`src/hw/cache_pkg.sv`:
```
package cache_pkg;

  // ************************************************************
  // controller states
  // ************************************************************

  typedef enum logic [2:0] {
    IDLE,        // waiting for a front-end request
    LOOKUP,      // tag compare on the latched read address
    WAIT_WTB,    // miss, buffer still draining
    REFILL_REQ,  // issuing line reads
    REFILL_WAIT, // collecting the last read words
    RESPOND      // answer from the refilled line
  } cache_state_t;

  // ************************************************************
  // default geometry
  // ************************************************************

  localparam int DEF_ADDR_W        = 10; // word address
  localparam int DEF_DATA_W        = 32;
  localparam int DEF_NLINES_W      = 4;  // log2 lines
  localparam int DEF_WORD_OFFSET_W = 2;  // log2 words per line
  localparam int DEF_WTBUF_DEPTH_W = 2;  // log2 buffer entries

  // front-end and back-end share these widths, so a refill moves
  // one line word per back-end read

endpackage

```
`src/hw/wt_buffer.sv`:
```
`timescale 1ns/1ps

module wt_buffer #(
  parameter int ADDR_W        = cache_pkg::DEF_ADDR_W,
  parameter int DATA_W        = cache_pkg::DEF_DATA_W,
  parameter int WTBUF_DEPTH_W = cache_pkg::DEF_WTBUF_DEPTH_W
) (
  input  logic                clk_i,
  input  logic                reset_i,
  input  logic                push_i,
  input  logic [ADDR_W-1:0]   push_addr_i,
  input  logic [DATA_W-1:0]   push_data_i,
  input  logic [DATA_W/8-1:0] push_strb_i,
  input  logic                pop_i,
  output logic                full_o,
  output logic                empty_o,
  output logic [ADDR_W-1:0]   head_addr_o,
  output logic [DATA_W-1:0]   head_data_o,
  output logic [DATA_W/8-1:0] head_strb_o
);

  localparam int DEPTH = 2 ** WTBUF_DEPTH_W;

  logic [ADDR_W-1:0]   addr_mem [DEPTH];
  logic [DATA_W-1:0]   data_mem [DEPTH];
  logic [DATA_W/8-1:0] strb_mem [DEPTH];

  logic [WTBUF_DEPTH_W-1:0] wr_ptr_q, rd_ptr_q;
  logic [WTBUF_DEPTH_W:0]   count_q;
  logic                     do_push, do_pop;

  assign full_o  = (count_q == DEPTH[WTBUF_DEPTH_W:0]);
  assign empty_o = (count_q == '0);
  assign do_push = push_i && !full_o;
  assign do_pop  = pop_i && !empty_o;

  assign head_addr_o = addr_mem[rd_ptr_q]; // oldest entry
  assign head_data_o = data_mem[rd_ptr_q];
  assign head_strb_o = strb_mem[rd_ptr_q];

  always_ff @(posedge clk_i) begin
    if (do_push) begin
      addr_mem[wr_ptr_q] <= push_addr_i;
      data_mem[wr_ptr_q] <= push_data_i;
      strb_mem[wr_ptr_q] <= push_strb_i;
    end
  end

  always_ff @(posedge clk_i) begin
    if (reset_i) begin
      wr_ptr_q <= '0;
      rd_ptr_q <= '0;
      count_q  <= '0;
    end else begin
      if (do_push) wr_ptr_q <= wr_ptr_q + 1'b1; // pointers wrap
      if (do_pop)  rd_ptr_q <= rd_ptr_q + 1'b1;
      if (do_push && !do_pop)      count_q <= count_q + 1'b1;
      else if (do_pop && !do_push) count_q <= count_q - 1'b1;
    end
  end

endmodule

```
`config.mk`:
```
export PLATFORM = sky130hd
export DESIGN_NAME = wt_buffer
export DESIGN_NICKNAME = d
export VERILOG_FILES = /design/src/hw/cache_pkg.sv /design/src/hw/wt_buffer.sv
export SDC_FILE = /design/constraint.sdc
export NUM_CORES = 1
export LEC_CHECK = 0
export BUFFER_PORTS_ARGS = -buffer_cell sky130_fd_sc_hd__clkbuf_2
export CORE_MARGIN = 8
export CORE_UTILIZATION = 57
export DETAILED_ROUTE_END_ITERATION = 6
export PLACE_DENSITY = 0.76
export SLEW_MARGIN = 0
export SYNTH_ARGS = -nofsm -noshare
export SYNTH_HDL_FRONTEND = slang
export SYNTH_SLANG_ARGS = --single-unit
```
`constraint.sdc`:
```
create_clock -name clk_i -period 3.2 [get_ports clk_i]
set_input_delay 0.8 -clock clk_i [delete_from_list [all_inputs] [get_ports clk_i]]
set_output_delay 0.8 -clock clk_i [all_outputs]
set_load 0.02 [all_outputs]
```
[Yosys cells after proc, flatten, opt, wreduce, memory -nomap -nowiden]
Memories as Yosys holds them, arrays and structs flattened. A register that Yosys moved wholly into a read port is not among the register bits.
Cells that the tools add are included.
Cells by class
  add/sub/neg operators: 4
  multipliers: 0
  divide/modulo/power cells: 0
  order comparisons: 0
  equality and inequality tests: 1
  shift operators: 0
  multiplexer cells: 10
  bitwise gates (word level): 0
  reduce and logical (&&, ||, !) cells: 10
Operators with widths (count)
  2-bit two-way mux: 6
  3-bit two-way mux: 2
  2-bit by 1-bit adder with 2-bit output (second input constant): 2
  1-bit logical AND: 4
  1-bit zero test: 4
  3-bit by 1-bit adder with 3-bit output (second input constant): 1
  3-bit == test (second input constant): 1
  3-bit zero test: 1
  3-bit by 1-bit subtractor with 3-bit output (second input constant): 1
  1-bit two-way mux: 2
  2-bit nonzero test: 1
Word-level totals
  flip-flop bits (word level): 7
  latch bits: 0
  memory bits (writable): 184
  memory bits (read-only): 0
  input port bits: 50
  output and inout bits: 48
  word-level logic and storage cells: 31
  memories: 3
Memory list
  data_mem: depth 4, width 32, rd ports 1, clocked after memory_dff 1, write ports 1, RTL line wt_buffer.sv:25  | logic [DATA_W-1:0] data_mem [DEPTH];
  addr_mem: depth 4, width 10, rd ports 1, clocked after memory_dff 1, write ports 1, RTL line wt_buffer.sv:24  | logic [ADDR_W-1:0] addr_mem [DEPTH];
  strb_mem: depth 4, width 4, rd ports 1, clocked after memory_dff 1, write ports 1, RTL line wt_buffer.sv:26  | logic [DATA_W/8-1:0] strb_mem [DEPTH];

[Logic depth before layout (Yosys ltp)]
  depth in word-level cells: 7
  mapped depth: 8
  depth with buffers taken out: 8

[Worst setup path after synthesis]
OpenSTA, ideal clock, no wires.
  kind: input -> register
  start point: in push_i
  end point: mem addr_mem[0][0] (netlist bit), enable pin
  library setup time: 0.408 ns
  arrival time: 2.241 ns
  data required time: 2.792 ns
  setup slack: 0.551 ns
  stages: 3
  buffers on the path: 0
  path through: inv_1 -> nor2_1 -> and2_1
On the way
  longest elaborated chain between the ends: 3
Ends and longest elaborated chain
  start, declared: RTL line wt_buffer.sv:10  | input logic push_i,
  1-bit logical AND: RTL line wt_buffer.sv:34  | assign do_push = push_i && !full_o;
  via do_push: RTL line wt_buffer.sv:30  | logic do_push, do_pop;
  1-bit two-way mux: RTL line wt_buffer.sv:42  | if (do_push) begin
  1-bit two-way mux (implied by the code): RTL line wt_buffer.sv:43  | addr_mem[wr_ptr_q] <= push_addr_i;
  end, declared: RTL line wt_buffer.sv:24
The timed path passes the listed nets, and every way through them passes these cells.

==> results.py <==
metrics = {
    "status": {
        "status": "finished clean",
    },
    "synthesis": {
        "synth.most_common_cell": "edfxtp_1",
        "synth_edf_count": 184,
        "syn_inst": 288,
        "syn_area_mm2": 0.00716,
        "syn-num-nets": 344,
        "synth_warnings": 0,
        "ys_seq_elements": 193,
        "synthTopCellsByArea": "edfxtp_1, mux4_2, dfxtp_1, mux4_1, buf_12",
        "yosys.area.top_type": "edfxtp_1",
        "ys_types": 24,
        "synth-main-ff-cell": "edfxtp_1",
        "synth_commonest_cells": "edfxtp_1, mux4_2, dfxtp_1",
        "ys_async_sr_fraction": 0,
        "syn_avg_cell_area_um2": 24.9,
        "ys_seq_area_frac": 0.796,
        "synthDominantCellAreaShare": 0.771,
    },
    "run": {
        "cap_violations": 0,
    },
    "setup_path": {
        "required_ns": 2.40,
        "crit_path_end_kind": "output pin",
        "cp.arrival_ns": 2.07,
        "cp_max_fo": 22,
        "r2r_end": "count_q[2]",
        "r2r_slack_ns": 0.98,
        "start_kind": "flop",
        "r2r_cells": 8,
        "critPathKind": "reg -> out",
        "cp-endpoint": "head_strb_o[3]",
        "r2r_start": "count_q[0]",
    },
    "floorplanning": {
        "placementRows": 41,
        "coreArea_mm2": 0.0125,
        "ios": 98,
        "fp.dieW_um": 128,
        "die_area_mm2": 0.0164,
        "initial_utilization": 0.575,
        "die_y_um": 128,
    },
    "pwr": {
        "comb_power_share": 0.241,
        "leakagePower_nw": 2.91,
        "peakVddDrop_uv": 472,
        "power.switching_w": 0.00191,
        "power_frac_seq": 0.456,
        "internal_power_w": 0.00509,
        "p_sw_frac": 0.273,
        "clkPwrFrac": 0.303,
        "powerDensity_mw_per_mm2": 824,
    },
    "sta": {
        "finalCriticalPeriod_ns": 2.87,
        "tightest_slew_ns": 0.461,
        "relSlewSlack": 0.693,
        "final_hold_viol_count": 0,
        "maxSlewViolCount": 0,
        "skew_ns": 0.00467,
        "holdWs_ns": 0.531,
        "rsz0062_at_grt": "false",
        "fin_setup_tns_ns": 0,
        "max_freq_mhz": 348,
        "setup_viol_count_final": 0,
        "fin_crit_sh": 0.897,
    },
    "cells_and_area": {
        "nFillCells": 777,
        "syn2layout_area_growth_pct": 18.5,
        "diodes": 0,
        "drive_gt1_frac": 0.438,
        "nets": 457,
        "final_cells": 585,
    },
    "clocking": {
        "cts_tree": "built",
        "cts.sinks": 193,
        "post_cts_resized": 0,
        "clk_latency_ns": 0.42,
        "clockBufferDepth": 2,
        "cts_buffers": 17,
        "cts-root-buf": "clkbuf_16",
        "h-tree-depth": 4,
        "post_cts_buffers": 0,
        "path_clk_slew_ns": 0.06,
        "cts_hold_buf": 0,
    },
    "hold_path": {
        "hold_class": "reg -> reg",
    },
    "drt": {
        "routed_wl_um": 12200,
        "dr.first_iter.drc_count": 208,
        "vias": 3213,
        "antenna_left": 0,
        "avgViaCountPerCell": 5.49,
        "wl_per_cell_um": 20.9,
        "firstDrtPassIters": 4,
        "drc": 0,
    },
    "placed_design": {
        "dp_cells": 554,
        "gp_congestion": 0.713,
        "dp_hpwl_um": 7530,
        "io_buffers": 97,
    },
    "grt": {
        "grt_pass1_vias": 3458,
        "grt_pass1_wl_um": 18900,
        "grt.total_usage": 0.160,
        "grt_max_degree": 47,
        "global_route.overflow_total": 0,
        "antenna_found_initial": 0,
    },
}
flip-flops by register name, summed over array words and instances, names as in the netlist, named ones only:
register	count
rd_ptr_q	2
wr_ptr_q	2
addr_mem	40
data_mem	128
strb_mem	16
count_q	3
worst min path at each step:
| stage | from | end | slack, ns | depth (start not counted) |
|---|---|---|---|---|
| floorplan | wr_ptr_q[1] | wr_ptr_q[1] | 0.48 | 2 |
| global placement | wr_ptr_q[1] | wr_ptr_q[1] | 0.50 | 2 |
| detailed placement | rd_ptr_q[0] | flop | 0.51 | 2 |
| CTS | rd_ptr_q[0] | rd_ptr_q[0] | 0.53 | 2 |
| global route | wr_ptr_q[1] | wr_ptr_q[1] | 0.58 | 2 |
| finish | wr_ptr_q[1] | wr_ptr_q[1] | 0.53 | 2 |
layer usage:
layer	routed length, um	part of all wire	GRT usage
met1	4880	0.40	0.183
met3	721	0.059	0.0562
met2	6380	0.52	0.264
met4	229	0.019	0.0769
met5	0	0	0
area by class of cell:
class / instances / area [um2] / area share
clock inverters: 12 / 166 / 0.0196
repair buffers: 105 / 621 / 0.0731
flip-flops and latches: 193 / 5710 / 0.673
inverters: 4 / 15.0 / 0.00177
multi-input cells: 80 / 1330 / 0.157
well taps: 172 / 215 / 0.0253
clock buffers: 19 / 433 / 0.0510
worst max-delay path: stages, from the launching register on:
cell and delay, ns:
dfxtp_4 0.58, buf_12 0.27, mux4_1 0.60, clkbuf_2 0.18
cell families (layout without fill, tap and decap cells):
| family | Yosys count | after routing | synth area share |
|---|---|---|---|
| flops | 193 | 193 | 0.796 |
| mux | 48 | 48 | 0.150 |
| fa+ha+maj | 6 | 6 | 0.0115 |
| buf+inv | 15 | 140 | 0.0189 |
| simple gates | 16 | 16 | 0.0126 |
| xor+xnor | 4 | 4 | 0.00489 |
| compound gates | 6 | 6 | 0.00576 |
power by group through the flow:
stage	sequential, W	clock, W	combinational (W)
final	0.00319	0.00212	0.00168
after global routing	0.00323	0.00225	0.00181
after CTS	0.00320	0.00216	0.00172
after detailed placement	0.00325	0	0.00172
after global placement	0.00323	0	0.00170
after floorplan	0.00315	0	0.00132
metrics by stage:
| step | power, W | util | setup slack [ns] | cell area (um2) |
|---|---|---|---|---|
| 2_1_floorplan | 0.00447 | - | 0.551 | 7160 |
| 3_3_place_gp | 0.00493 | 0.633 | 0.714 | 7890 |
| 3_5_place_dp | 0.00497 | 0.633 | 0.644 | 7890 |
| 4_1_cts | 0.00709 | 0.681 | 0.257 | 8490 |
| 5_1_grt | 0.00728 | 0.681 | 0.200 | 8490 |
| 6_report | 0.00699 | 0.681 | 0.330 | 8490 |
cell usage in the layout, fill, tap and decap left out, types with 2 or more instances in the layout:
master      instances
ha_1                5
a21oi_1             2
mux2i_1             2
bufinv_16           4
inv_1               4
buf_12              6
o21ai_0             2
and2_2              4
clkbuf_2           97
nor2_1              6
nand2b_1            2
clkinv_1            2
clkinvlp_4          2
buf_4               2
mux4_1              5
clkinv_2            3
clkbuf_16          17
edfxtp_1          184
or3_1               2
xor2_1              4
clkbuf_1            2
dfxtp_1             7
mux4_2             41
Note: power is estimated with default switching activity, not from simulation.
